==> src/bank_pkg.sv <==
`default_nettype none

package bank_pkg;

    // geometry of one bank and the region split
    localparam int BANK_DEPTH    = 128;
    localparam int FIFO_ROWS     = 32;
    localparam int FIFO_CAPACITY = 2 * FIFO_ROWS;
    localparam int NUM_FIFOS     = 3;

    typedef logic [31:0] data_t;
    // bit 0 bank, bits 5:1 row offset
    typedef logic [5:0]  addr_t;
    typedef logic [6:0]  row_t;
    // value 3 is not a fifo
    typedef logic [1:0]  fifo_id_t;
    typedef logic [5:0]  slot_t;
    typedef logic [6:0]  count_t;

    // row bases, same in both banks
    localparam row_t FIFO0_BASE  = row_t'(0);
    localparam row_t FIFO1_BASE  = row_t'(FIFO_ROWS);
    localparam row_t FIFO2_BASE  = row_t'(2 * FIFO_ROWS);
    localparam row_t RANDOM_BASE = row_t'(NUM_FIFOS * FIFO_ROWS);

    typedef enum logic [2:0] {
        OP_IDLE,
        OP_FIFO_PUSH,
        OP_FIFO_POP,
        OP_FLUSH,
        OP_RAND_WR,
        OP_RAND_RD
    } op_e;

    typedef struct packed {
        op_e      op;
        fifo_id_t fifo;
        addr_t    addr;
        data_t    data;
    } cmd_t;

    typedef struct packed {
        logic  en;
        logic  we;
        row_t  row;
        data_t data;
    } bank_req_t;

    typedef struct packed {
        logic  valid;
        data_t data;
    } rd_resp_t;

endpackage

`default_nettype wire

==> src/fifo_ptr_ctrl.sv <==
`default_nettype none
`timescale 1ns/1ps

module fifo_ptr_ctrl (
    input  logic            clk,
    input  logic            rst,
    input  logic            push_i,
    input  logic            pop_i,
    input  logic            flush_i,
    output logic            grant_o,
    output bank_pkg::slot_t slot_o
);
    import bank_pkg::*;

    slot_t  wr_ptr_q;
    slot_t  rd_ptr_q;
    count_t count_q;
    logic   push_ok;
    logic   pop_ok;

    // full and empty come from the count alone
    assign push_ok = push_i && (count_q < count_t'(FIFO_CAPACITY));
    assign pop_ok  = pop_i && (count_q != '0);
    assign grant_o = push_ok || pop_ok;

    // entry index that the bank access uses this cycle
    assign slot_o = push_i ? wr_ptr_q : rd_ptr_q;

    always_ff @(posedge clk) begin
        if (rst || flush_i) begin
            wr_ptr_q <= '0;
            rd_ptr_q <= '0;
            count_q  <= '0;
        end else if (push_ok) begin
            // pointer wraps at 64 on its own
            wr_ptr_q <= wr_ptr_q + slot_t'(1);
            count_q  <= count_q + count_t'(1);
        end else if (pop_ok) begin
            rd_ptr_q <= rd_ptr_q + slot_t'(1);
            count_q  <= count_q - count_t'(1);
        end
    end

    a_count_bound: assert property (@(posedge clk) disable iff (rst)
        count_q <= count_t'(FIFO_CAPACITY));

endmodule

`default_nettype wire

==> src/bank_access_stage.sv <==
`default_nettype none
`timescale 1ns/1ps

module bank_access_stage (
    input  logic                clk,
    input  logic                rst,
    input  bank_pkg::cmd_t      cmd_i,
    output bank_pkg::bank_req_t req0_o,
    output bank_pkg::bank_req_t req1_o
);
    import bank_pkg::*;

    logic [NUM_FIFOS-1:0] fifo_oh;
    logic [NUM_FIFOS-1:0] push_s;
    logic [NUM_FIFOS-1:0] pop_s;
    logic [NUM_FIFOS-1:0] flush_s;
    logic [NUM_FIFOS-1:0] grant_s;
    slot_t                slot0;
    slot_t                slot1;
    slot_t                slot2;

    logic  fifo_grant;
    slot_t fifo_slot;
    row_t  fifo_base;
    logic  is_fifo_op;
    logic  is_rand_op;
    logic  hit;
    logic  bank_sel;
    row_t  row_d;

    logic [1:0] en_q;
    logic       we_q;
    row_t       row_q;
    data_t      data_q;

    // strobes go only to the selected fifo
    assign fifo_oh = NUM_FIFOS'(1) << cmd_i.fifo;
    assign push_s  = fifo_oh & {NUM_FIFOS{cmd_i.op == OP_FIFO_PUSH}};
    assign pop_s   = fifo_oh & {NUM_FIFOS{cmd_i.op == OP_FIFO_POP}};
    assign flush_s = fifo_oh & {NUM_FIFOS{cmd_i.op == OP_FLUSH}};

    fifo_ptr_ctrl u_fifo0 (
        .clk     (clk),
        .rst     (rst),
        .push_i  (push_s[0]),
        .pop_i   (pop_s[0]),
        .flush_i (flush_s[0]),
        .grant_o (grant_s[0]),
        .slot_o  (slot0)
    );

    fifo_ptr_ctrl u_fifo1 (
        .clk     (clk),
        .rst     (rst),
        .push_i  (push_s[1]),
        .pop_i   (pop_s[1]),
        .flush_i (flush_s[1]),
        .grant_o (grant_s[1]),
        .slot_o  (slot1)
    );

    fifo_ptr_ctrl u_fifo2 (
        .clk     (clk),
        .rst     (rst),
        .push_i  (push_s[2]),
        .pop_i   (pop_s[2]),
        .flush_i (flush_s[2]),
        .grant_o (grant_s[2]),
        .slot_o  (slot2)
    );

    always_comb begin
        fifo_grant = 1'b0;
        fifo_slot  = slot0;
        fifo_base  = FIFO0_BASE;
        case (cmd_i.fifo)
            2'd0: begin
                fifo_grant = grant_s[0];
                fifo_slot  = slot0;
                fifo_base  = FIFO0_BASE;
            end
            2'd1: begin
                fifo_grant = grant_s[1];
                fifo_slot  = slot1;
                fifo_base  = FIFO1_BASE;
            end
            2'd2: begin
                fifo_grant = grant_s[2];
                fifo_slot  = slot2;
                fifo_base  = FIFO2_BASE;
            end
            default: fifo_grant = 1'b0;
        endcase
    end

    assign is_fifo_op = (cmd_i.op == OP_FIFO_PUSH) || (cmd_i.op == OP_FIFO_POP);
    assign is_rand_op = (cmd_i.op == OP_RAND_WR) || (cmd_i.op == OP_RAND_RD);

    // slot bit 0 or addr bit 0 picks the bank, rejected ops drop out here
    assign hit      = (is_fifo_op && fifo_grant) || is_rand_op;
    assign bank_sel = is_fifo_op ? fifo_slot[0] : cmd_i.addr[0];
    assign row_d    = is_fifo_op ? fifo_base + row_t'(fifo_slot[5:1])
                                 : RANDOM_BASE + row_t'(cmd_i.addr[5:1]);

    always_ff @(posedge clk) begin
        if (rst) begin
            en_q <= '0;
        end else begin
            en_q[0] <= hit && !bank_sel;
            en_q[1] <= hit && bank_sel;
        end
    end

    // only one bank is active per cycle, so both share the payload
    always_ff @(posedge clk) begin
        we_q   <= (cmd_i.op == OP_FIFO_PUSH) || (cmd_i.op == OP_RAND_WR);
        row_q  <= row_d;
        data_q <= cmd_i.data;
    end

    assign req0_o = '{en: en_q[0], we: we_q, row: row_q, data: data_q};
    assign req1_o = '{en: en_q[1], we: we_q, row: row_q, data: data_q};

    a_one_bank: assert property (@(posedge clk) disable iff (rst)
        !(req0_o.en && req1_o.en));

endmodule

`default_nettype wire

==> config.mk <==
export PLATFORM = sky130hd
export DESIGN_NAME = bank_access_stage
export DESIGN_NICKNAME = d
export VERILOG_FILES = /design/src/bank_pkg.sv /design/src/fifo_ptr_ctrl.sv /design/src/bank_access_stage.sv
export SDC_FILE = /design/constraint.sdc
export NUM_CORES = 1
export LEC_CHECK = 0
export BUFFER_PORTS_ARGS = -buffer_cell sky130_fd_sc_hd__buf_2
export CAP_MARGIN = 20
export CELL_PAD_IN_SITES_DETAIL_PLACEMENT = 1
export CELL_PAD_IN_SITES_GLOBAL_PLACEMENT = 2
export CORE_AREA = 4 4 141 116
export CTS_CLUSTER_DIAMETER = 80
export DETAILED_ROUTE_END_ITERATION = 12
export DIE_AREA = 0 0 145 120
export MAX_ROUTING_LAYER = met4
export PLACE_DENSITY = 0.88
export SLEW_MARGIN = 20
export SYNTH_ARGS = -nofsm -noshare
export SYNTH_HDL_FRONTEND = slang
export SYNTH_SLANG_ARGS = --single-unit
==> constraint.sdc <==
create_clock -name clk -period 4 [get_ports clk]
set_input_delay 0.4 -clock clk [delete_from_list [all_inputs] [get_ports clk]]
set_output_delay 0.4 -clock clk [all_outputs]
set_load 0.02 [all_outputs]
==> impl_metrics.csv, run 1 <==
group,metric,value,unit
sta,rsz0062_at_grt,"no",
yosys,yosysSeqAreaShare,42.0,%
clock_network,clk_latency,350,ps
floorplanning,fp.dieW,145,µm
yosys,synth_fp_nets,565,
routing,routed_wirelength,11800,µm
sta,max_slew_margin,55.3,%
worst_setup_path,worstSetupPathType,"in2reg",
floorplanning,initial_utilization,31.7,%
clock_network,ctsHoldBuffers,0,
routing,post-route-drc-count,0,
floorplanning,fp.coreArea,14900,µm²
routing,vias_per_cell,4.82,
yosys,synthArstFlopShare,0,%
sta,fin_skew,8.68,ps
floorplanning,die-area,17400,µm²
global_routing,met1_usage,16.7,%
power_and_ir_drop,cellPowerDensity,390,nW/µm²
min_path,min_path_type,"in2reg",
place,dp_hpwl,9060,µm
global_routing,grt_pass1_vias,3930,
global_routing,gr-total-overflow,0,
outcome,status,"complete, no violations",
place,dpl_cell_area,5240,µm²
global_routing,grt_max_degree,20,
clock_network,cts.clk_slew.worst_paths,70,ps
sta,drv_slew,0,
sta,setup_viol,0,
floorplanning,rows,40,
clock_network,clock_sinks,99,
global_routing,met2_usage,23.6,%
yosys,synthCells,492,
worst_setup_path,crit_arrival,3440,ps
clock_network,cts_resized,0,
yosys,ys_types,54,
routing,ant_nets,0,
sta,finalCriticalPeriod,3230,ps
yosys,yosys_warnings,0,
floorplanning,top_level_ports,127,
worst_setup_path,cp-end-kind,"flop",
yosys,synth-compound-area-share,12.9,%
global_routing,grt_antenna_before_repair,0,
power_and_ir_drop,peakVddDrop,188,µV
layout,num_antenna_cells,0,
yosys,synthSimpleGateAreaFrac,15.0,%
routing,wire_per_inst,15.2,µm
layout,n_fill_cell,1745,
clock_network,clockRootBuffer,"clkbuf_16",
yosys,synthXorXnorAreaFrac,7.80,%
floorplanning,die_h,120,µm
worst_setup_path,critPathMaxFanout,9,
routing,first_iter_violations,75,
layout,fin_nets,650,
routing,vias,3717,
clock_network,postCtsSetupBuffers,0,
clock_network,cts_tree,"yes",
place,portBuffers,126,
clock_network,h-tree-depth,3,
worst_setup_path,startpoint_type,"input pin",
global_routing,grt_usage,14.0,%
global_routing,grtUsageMet3,3.40,%
yosys,synth_edf_count,0,
worst_setup_path,crit_required,4210,ps
clock_network,ctsLongestPathBuffers,2,
yosys,syn_avg_cell_area,9.59,µm²
sta,tightest_slew,670,ps
global_routing,grt_pass1_wl,19600,µm
global_routing,busiest_layer,"met2",
flow_run,cap_violations,0,
yosys,synth_top_family_by_area,"simple AND/OR/NAND/NOR gates",
yosys,synthMuxAreaShare,5.52,%
yosys,syn_area,4720,µm²
yosys,synth-seq-cells,99,
layout,syn2layout_area_growth,17.1,%
yosys,synth_fa_ha_area_share,7.90,%
sta,hold_viol,0,
layout,drive_above_1_share,26.6,%
sta,worst_hold_slack,152,ps
power_and_ir_drop,leakage,2.40,nW
yosys,synth_ff_type,"dfxtp_1",
sta,finalCritPeriodShare,80.8,%
place,gp_congestion,0.818,
layout,utilization,37.2,%
sta,fin_setup_tns,0,ps
routing,dr.pass1.iters,4,
sta,fmax,310,MHz
layout,final_area,5530,µm²
clock_network,cts_buffers,9,
==> final timing paths <==
check / startpoint / end / slack, ps / cells past startpoint
worst min register to register: u_fifo0.count_q[2] / u_fifo0.count_q[2] / 490 / 2
worst min-delay path: cmd_i[7] / data_q[7] / 150 / 1
worst max register to register: u_fifo2.count_q[6] / u_fifo2.count_q[6] / 1350 / 8
worst max-delay path: cmd_i[38] / u_fifo2.count_q[6] / 770 / 12
==> cell usage after synthesis (2+ instances only) <==
cell type	count	area share, %
a211oi_1	12	1.9
fa_1	3	1.3
buf_4	42	6.7
o211ai_1	3	0.48
a21o_1	11	1.8
or3_1	2	0.27
and2_1	5	0.66
dfxtp_1	99	42
nor3_1	9	0.95
and3_1	4	0.53
nand3_1	6	0.64
nor3b_4	3	1.2
nor4_1	2	0.27
ha_1	25	6.6
clkbuf_1	10	0.80
o21ai_0	12	1.3
xnor2_1	15	2.8
or4_1	2	0.32
o21bai_1	3	0.48
nand2_1	34	2.7
buf_2	2	0.21
a21oi_1	26	2.8
nand4_1	10	1.3
a311o_1	3	0.64
nor2_1	53	4.2
xor2_1	27	5.0
mux2i_1	26	5.5
o31ai_1	2	0.32
nor2_2	2	0.27
inv_1	8	0.64
a22o_1	2	0.37
buf_6	2	0.48
o22ai_1	6	0.80
==> critical path: stages <==
cell,delay (ps)
buf_2,120
inv_1,80
ha_1,320
clkinv_1,320
nor3b_4,420
inv_1,260
fa_1,530
a211oi_1,340
o21bai_1,150
a21o_1,200
a32oi_1,210
a21oi_1,80
==> cell families (layout without fill, tap and decap cells) <==
| family | Yosys count | count (layout) |
|---|---|---|
| mux | 26 | 26 |
| simple gates | 141 | 141 |
| compound gates | 90 | 90 |
| flops | 99 | 99 |
| fa+ha+maj | 28 | 28 |
| xor+xnor | 42 | 42 |
| buf+inv | 66 | 156 |
==> cell usage in the layout (no fill, tap or decap), types with 4 or more instances in the layout <==
cell         n
a211oi_1    12
a21o_1      11
a21oi_1     26
and2_1       5
and3_1       4
buf_2      126
buf_4        5
clkbuf_16    9
dfxtp_1     99
ha_1        25
inv_1        8
mux2i_1     26
nand2_1     34
nand3_1      6
nand4_1     10
nor2_1      53
nor3_1       9
o21ai_0     12
o22ai_1      6
xnor2_1     15
xor2_1      27
==> layer usage <==
layer	vias up	share of wire (%)
met4	0	1.7
met3	18	3.4
met1	1792	46
met5	-	0
met2	71	49
li1	1836	-
==> state kept, by name, summed over array words and instances, names as in the netlist <==
signal	count
u_fifo0.rd_ptr_q	6
we_q	1
u_fifo2.wr_ptr_q	6
u_fifo2.rd_ptr_q	6
u_fifo1.rd_ptr_q	6
u_fifo0.count_q	7
u_fifo1.count_q	7
data_q	32
u_fifo2.count_q	7
u_fifo1.wr_ptr_q	6
row_q	7
en_q	2
u_fifo0.wr_ptr_q	6
==> power breakdown <==
part           internal [mW]  switching (mW)
clock                  0.483           0.367
sequential              1.02          0.0173
combinational          0.102           0.169
==> area by class of cell <==
cell class                      count  area, µm²  area share [%]
Clock inverter                      5       53.8           0.974
Clock buffer                       11        233            4.21
Multi-Input combinational cell    327       2320            42.0
Tap cell                          189        236            4.28
Inverter                            9       33.8           0.611
Sequential cell                    99       1980            35.9
Timing Repair Buffer              131        668            12.1
==> stage by stage <==
| step | power (mW) | setup WS [ps] | cells |
|---|---|---|---|
| after global placement | 1.32 | 605 | 755 |
| after detailed placement | 1.33 | 466 | 755 |
| after floorplan | 1.27 | 896 | 492 |
| after CTS | 2.20 | 803 | 771 |
| after global routing | 2.26 | 491 | 771 |
| final | 2.16 | 769 | 771 |
(Power assumes the default switching activity.)
==> run 2, diff against run 1 <==
==> constraint.sdc (replaced) <==
create_clock -name clk -period 3.08 [get_ports clk]
set_input_delay 0.308 -clock clk [delete_from_list [all_inputs] [get_ports clk]]
set_output_delay 0.308 -clock clk [all_outputs]
set_load 0.02 [all_outputs]
==> run 2 against run 1 <==
  * First-iteration DRC count is 67% higher
  * Final area is 0.86% higher
  * Power is 29% higher
  * Critical path type unchanged
  * Largest cell class unchanged
  * Largest power group unchanged
==> impl_metrics.csv, run 2 (synthesis gave the netlist of run 1 again) <==
group,metric,value,unit
outcome,status,"complete, no violations",
routing,ant_nets,0,
clock_network,h-tree-depth,3,
sta,finalCritPeriodShare,88.1,%
layout,final_common_cell,"buf_2",
worst_setup_path,path_cells,"buf_2, inv_1, ha_1, or4bb_1, nor2_2, inv_1, fa_1, a211oi_1, o21bai_1, a21oi_1, nor2_1, o31a_1",
place,dp.cells,762,
layout,syn2layout_area_growth,18.1,%
worst_setup_path,critPathTopFamily,"compound AO/OA/AOI/OAI gates",
routing,routed_wirelength,11600,µm
routing,vias_per_cell,4.85,
sta,fmax,368,MHz
floorplanning,fp.coreArea,14900,µm²
worst_setup_path,crit_required,3330,ps
layout,final_cell_mix,"buf_2, dfxtp_1, nor2_1",
clock_network,postCtsSetupBuffers,0,
layout,multi_input_area,2320,µm²
global_routing,grt_usage,13.8,%
routing,first_iter_violations,125,
worst_setup_path,crit_buf_inv,3,
floorplanning,die-area,17400,µm²
floorplanning,top_level_ports,127,
layout,n_fill_cell,1740,
clock_network,cts_buffers,9,
flow_run,cap_violations,0,
power_and_ir_drop,cellPowerDensity,498,nW/µm²
power_and_ir_drop,peakVddDrop,324,µV
global_routing,gr-total-overflow,0,
global_routing,grt_antenna_before_repair,0,
routing,dr.pass1.iters,4,
place,gp_congestion,0.822,
routing,vias,3773,
clock_network,ctsLongestPathBuffers,2,
layout,fin_nets,657,
worst_setup_path,startpoint_type,"input pin",
clock_network,cts_tree,"yes",
sta,rsz0062_at_grt,"no",
clock_network,cts.clk_slew.worst_paths,70,ps
layout,stdcell_count,778,
worst_setup_path,slowest_stage,"or4bb_1",
sta,setup_viol,0,
sta,max_slew_margin,55.3,%
clock_network,clockRootBuffer,"clkbuf_16",
sta,tightest_slew,671,ps
sta,hold_viol,0,
layout,drive_above_1_share,27.7,%
worst_setup_path,regToRegSetupSlack,620,ps
routing,wire_per_inst,14.9,µm
worst_setup_path,crit_arrival,2960,ps
sta,finalCriticalPeriod,2710,ps
sta,drv_slew,0,
sta,fin_setup_tns,0,ps
global_routing,grt_max_degree,20,
worst_setup_path,critPathMaxFanout,7,
layout,seq_area,1980,µm²
sta,worst_hold_slack,51.9,ps
clock_network,cts_resized,0,
floorplanning,rows,40,
routing,post-route-drc-count,0,
clock_network,ctsHoldBuffers,0,
clock_network,clock_sinks,99,
global_routing,grt_pass1_wl,19300,µm
min_path,min_path_type,"in2reg",
worst_setup_path,worstSetupPathType,"in2reg",
layout,largest_reg_flops,32,
global_routing,grt_pass1_vias,3950,
worst_setup_path,cpMostUsedCell,"inv_1",
floorplanning,fp.dieW,145,µm
layout,top_register,"data_q",
sta,fin_skew,10.1,ps
worst_setup_path,critPathMaxStageDelay,560,ps
place,dp_hpwl,8950,µm
floorplanning,die_h,120,µm
worst_setup_path,cp-end-kind,"flop",
power_and_ir_drop,leakage,2.42,nW
layout,num_antenna_cells,0,
power_and_ir_drop,totalPowerFinal,2.77,mW
place,portBuffers,126,
floorplanning,initial_utilization,31.7,%
clock_network,clk_latency,350,ps
-- run 2: changes by cell type in the layout (fill, tap and decap cells not counted) --
| cell | previous run | this run |
|---|---|---|
| clkinvlp_4 | 0 | 2 |
| clkbuf_1 | 2 | 1 |
| bufinv_16 | 1 | 0 |
| clkinv_2 | 3 | 2 |
| buf_4 | 5 | 12 |
| clkinv_4 | 1 | 0 |
| clkbuf_8 | 0 | 2 |
-- run 2: final cells by class --
cell class | instances | area share [%]
flip-flops and latches | 99 | 35.6
inverters | 9 | 0.606
clock buffers | 12 | 4.60
repair buffers | 138 | 12.9
clock inverters | 4 | 0.449
well taps | 189 | 4.24
multi-input cells | 327 | 41.6
-- run 2: stage by stage --
step                      setup WS (ps)  cell area (µm²)  utilization (%)
after floorplan                    67.6             4720                -
after global placement              117             5290             35.6
after detailed placement           21.0             5290             35.6
after CTS                           362             5570             37.5
after global routing                162             5570             37.5
final                               365             5570             37.5
-- run 2: path summary, 6_finish.rpt --
check / from / to / cells after the start
max: cmd_i[39] / u_fifo1.count_q[6] / 12
min reg2reg: u_fifo2.count_q[4] / u_fifo2.count_q[4] / 2
min: cmd_i[22] / data_q[22] / 1
max reg2reg: u_fifo2.count_q[6] / u_fifo2.count_q[6] / 8
-- run 2: report_power, final --
group          internal, mW  total (mW)  leakage, nW  switching, mW
Sequential             1.32        1.34        0.813         0.0222
Clock                 0.590        1.08        0.135          0.486
Combinational         0.135       0.357         1.47          0.222
Total                  2.04        2.77         2.42          0.730
-- run 2: layer usage --
layer	global-route usage [%]	routed length, µm	vias up
li1	-	-	1858
met1	16.5	5330	1831
met2	23.0	5650	70
met3	3.40	426	14
met4	4.63	176	0
met5	-	0	-
==> run 3, diff against run 2 <==
--- a/config.mk
+++ b/config.mk
@@ -13,7 +13,6 @@
 export CTS_CLUSTER_DIAMETER = 80
 export DETAILED_ROUTE_END_ITERATION = 12
 export DIE_AREA = 0 0 145 120
-export MAX_ROUTING_LAYER = met4
 export PLACE_DENSITY = 0.88
 export SLEW_MARGIN = 20
 export SYNTH_ARGS = -nofsm -noshare
==> run 3 against run 2 <==
  * Cell count unchanged
  * First-iteration DRC count increased by 3.2%
  * Hold slack about the same
  * Die area unchanged
  * Critical path depth unchanged
  * Combinational power about the same
  * Clock power about the same
  * Core utilization unchanged
  * Clock-buffer cell count unchanged
  * Setup slack improved by 1.2 ps
  * Wire length increased by 0.16%
  * Fmax about the same
  * Critical path type unchanged
==> impl_metrics.csv, run 3 (synthesis gave the netlist of run 1 again) <==
group,metric,value,unit
floorplanning,fp.dieW,145,µm
floorplanning,fp.coreArea,14900,µm²
routing,wire_per_inst,14.9,µm
clock_network,clock_sinks,99,
clock_network,cts_tree,"yes",
clock_network,clockRootBuffer,"clkbuf_16",
clock_network,cts.clk_slew.worst_paths,70,ps
sta,fin_skew,10.2,ps
layout,largest_reg_flops,32,
worst_setup_path,cp-end-kind,"flop",
floorplanning,rows,40,
layout,final_cell_mix,"buf_2, dfxtp_1, nor2_1",
sta,tightest_slew,674,ps
sta,fmax,369,MHz
sta,drv_slew,0,
routing,post-route-drc-count,0,
routing,vias_per_cell,4.85,
outcome,status,"complete, no violations",
routing,dr.pass1.iters,4,
worst_setup_path,critPathMaxFanout,7,
global_routing,grt_antenna_before_repair,0,
clock_network,h-tree-depth,3,
power_and_ir_drop,p_sw,0.730,mW
global_routing,grt_max_degree,20,
worst_setup_path,crit_arrival,2960,ps
sta,hold_viol,0,
layout,drive_above_1_share,27.7,%
routing,first_iter_violations,129,
power_and_ir_drop,intPower,2.04,mW
floorplanning,initial_utilization,31.7,%
clock_network,cts_buffers,9,
sta,fin_setup_tns,0,ps
place,post-place-ws,21.0,ps
layout,num_antenna_cells,0,
power_and_ir_drop,p_clk_share,38.8,%
worst_setup_path,worstSetupPathType,"in2reg",
place,gp_congestion,0.810,
layout,n_fill_cell,1740,
global_routing,grt_pass1_vias,3951,
clock_network,ctsHoldBuffers,0,
power_and_ir_drop,power_frac_comb,12.8,%
routing,vias,3776,
clock_network,postCtsSetupBuffers,0,
global_routing,gr-total-overflow,0,
sta,setup_viol,0,
power_and_ir_drop,power_frac_seq,48.4,%
place,dp_hpwl,8950,µm
sta,finalCritPeriodShare,88.1,%
power_and_ir_drop,peakVddDrop,324,µV
layout,top_register,"data_q",
sta,rsz0062_at_grt,"no",
worst_setup_path,startpoint_type,"input pin",
power_and_ir_drop,cellPowerDensity,498,nW/µm²
global_routing,grt_pass1_wl,19200,µm
clock_network,ctsLongestPathBuffers,2,
sta,finalCriticalPeriod,2710,ps
routing,ant_nets,0,
sta,layout_setup_ws,367,ps
clock_network,clk_latency,350,ps
routing,routed_wirelength,11600,µm
worst_setup_path,crit_required,3330,ps
flow_run,cap_violations,0,
min_path,min_path_type,"in2reg",
floorplanning,die-area,17400,µm²
layout,syn2layout_area_growth,18.1,%
clock_network,cts_resized,0,
floorplanning,top_level_ports,127,
place,portBuffers,126,
layout,fin_nets,657,
sta,max_slew_margin,55.0,%
global_routing,grt_usage,13.4,%
power_and_ir_drop,leakage,2.42,nW
power_and_ir_drop,netSwitchingFraction,26.3,%
floorplanning,die_h,120,µm
layout,final_common_cell,"buf_2",
==> run 3: cell counts in the layout (fill, tap and decap cells not counted) <==
Identical to the previous run, type by type.
==> run 3: layer usage <==
layer	vias to the layer above	track usage [%]	share of wire [%]
met5	-	0	0
met4	0	4.63	1.5
met3	14	3.40	4.0
met2	72	23.1	49
met1	1829	16.4	46
li1	1861	-	-
==> run 3: layout make-up <==
type	instances	area, µm²	area share, %
Clock buffer	12	256	4.60
Clock inverter	4	25.0	0.449
Inverter	9	33.8	0.606
Multi-Input combinational cell	327	2320	41.6
Sequential cell	99	1980	35.6
Tap cell	189	236	4.24
Timing Repair Buffer	138	721	12.9
==> run 3: final timing paths <==
kind	slack, ps	end	cells after the start	start
hold reg to reg	480	u_fifo2.count_q[4]	2	u_fifo2.count_q[4]
hold / removal	50	data_q[22]	1	cmd_i[22]
setup reg to reg	600	u_fifo2.count_q[6]	8	u_fifo2.count_q[6]
setup / recovery	370	u_fifo1.count_q[6]	12	cmd_i[39]
==> run 3: through the flow <==
step / area, µm² / power, mW / util [%] / std cells / hold WS, ps
5_1_grt: 5570 / 2.91 / 37.5 / 778 / 34.5
2_1_floorplan: 4720 / 1.64 / - / 492 / 336
3_5_place_dp: 5290 / 1.73 / 35.6 / 762 / 412
6_report: 5570 / 2.77 / 37.5 / 778 / 52.2
4_1_cts: 5570 / 2.83 / 37.5 / 778 / 34.1
3_3_place_gp: 5290 / 1.72 / 35.6 / 762 / 410
==> run 3: critical path, stage by stage <==
cell and delay (ps):
buf_2 110, inv_1 70, ha_1 200, or4bb_1 560, nor2_2 140, inv_1 150, fa_1 490, a211oi_1 270
o21bai_1 100, a21oi_1 250, nor2_1 70, o31a_1 230
==> run 3: power groups by stage <==
stage | logic, mW | clock network, mW | registers [mW]
after floorplan | 0.235 | 0 | 1.41
after global placement | 0.348 | 0 | 1.37
after detailed placement | 0.358 | 0 | 1.37
after CTS | 0.360 | 1.13 | 1.34
after global routing | 0.387 | 1.18 | 1.35
final | 0.357 | 1.08 | 1.34
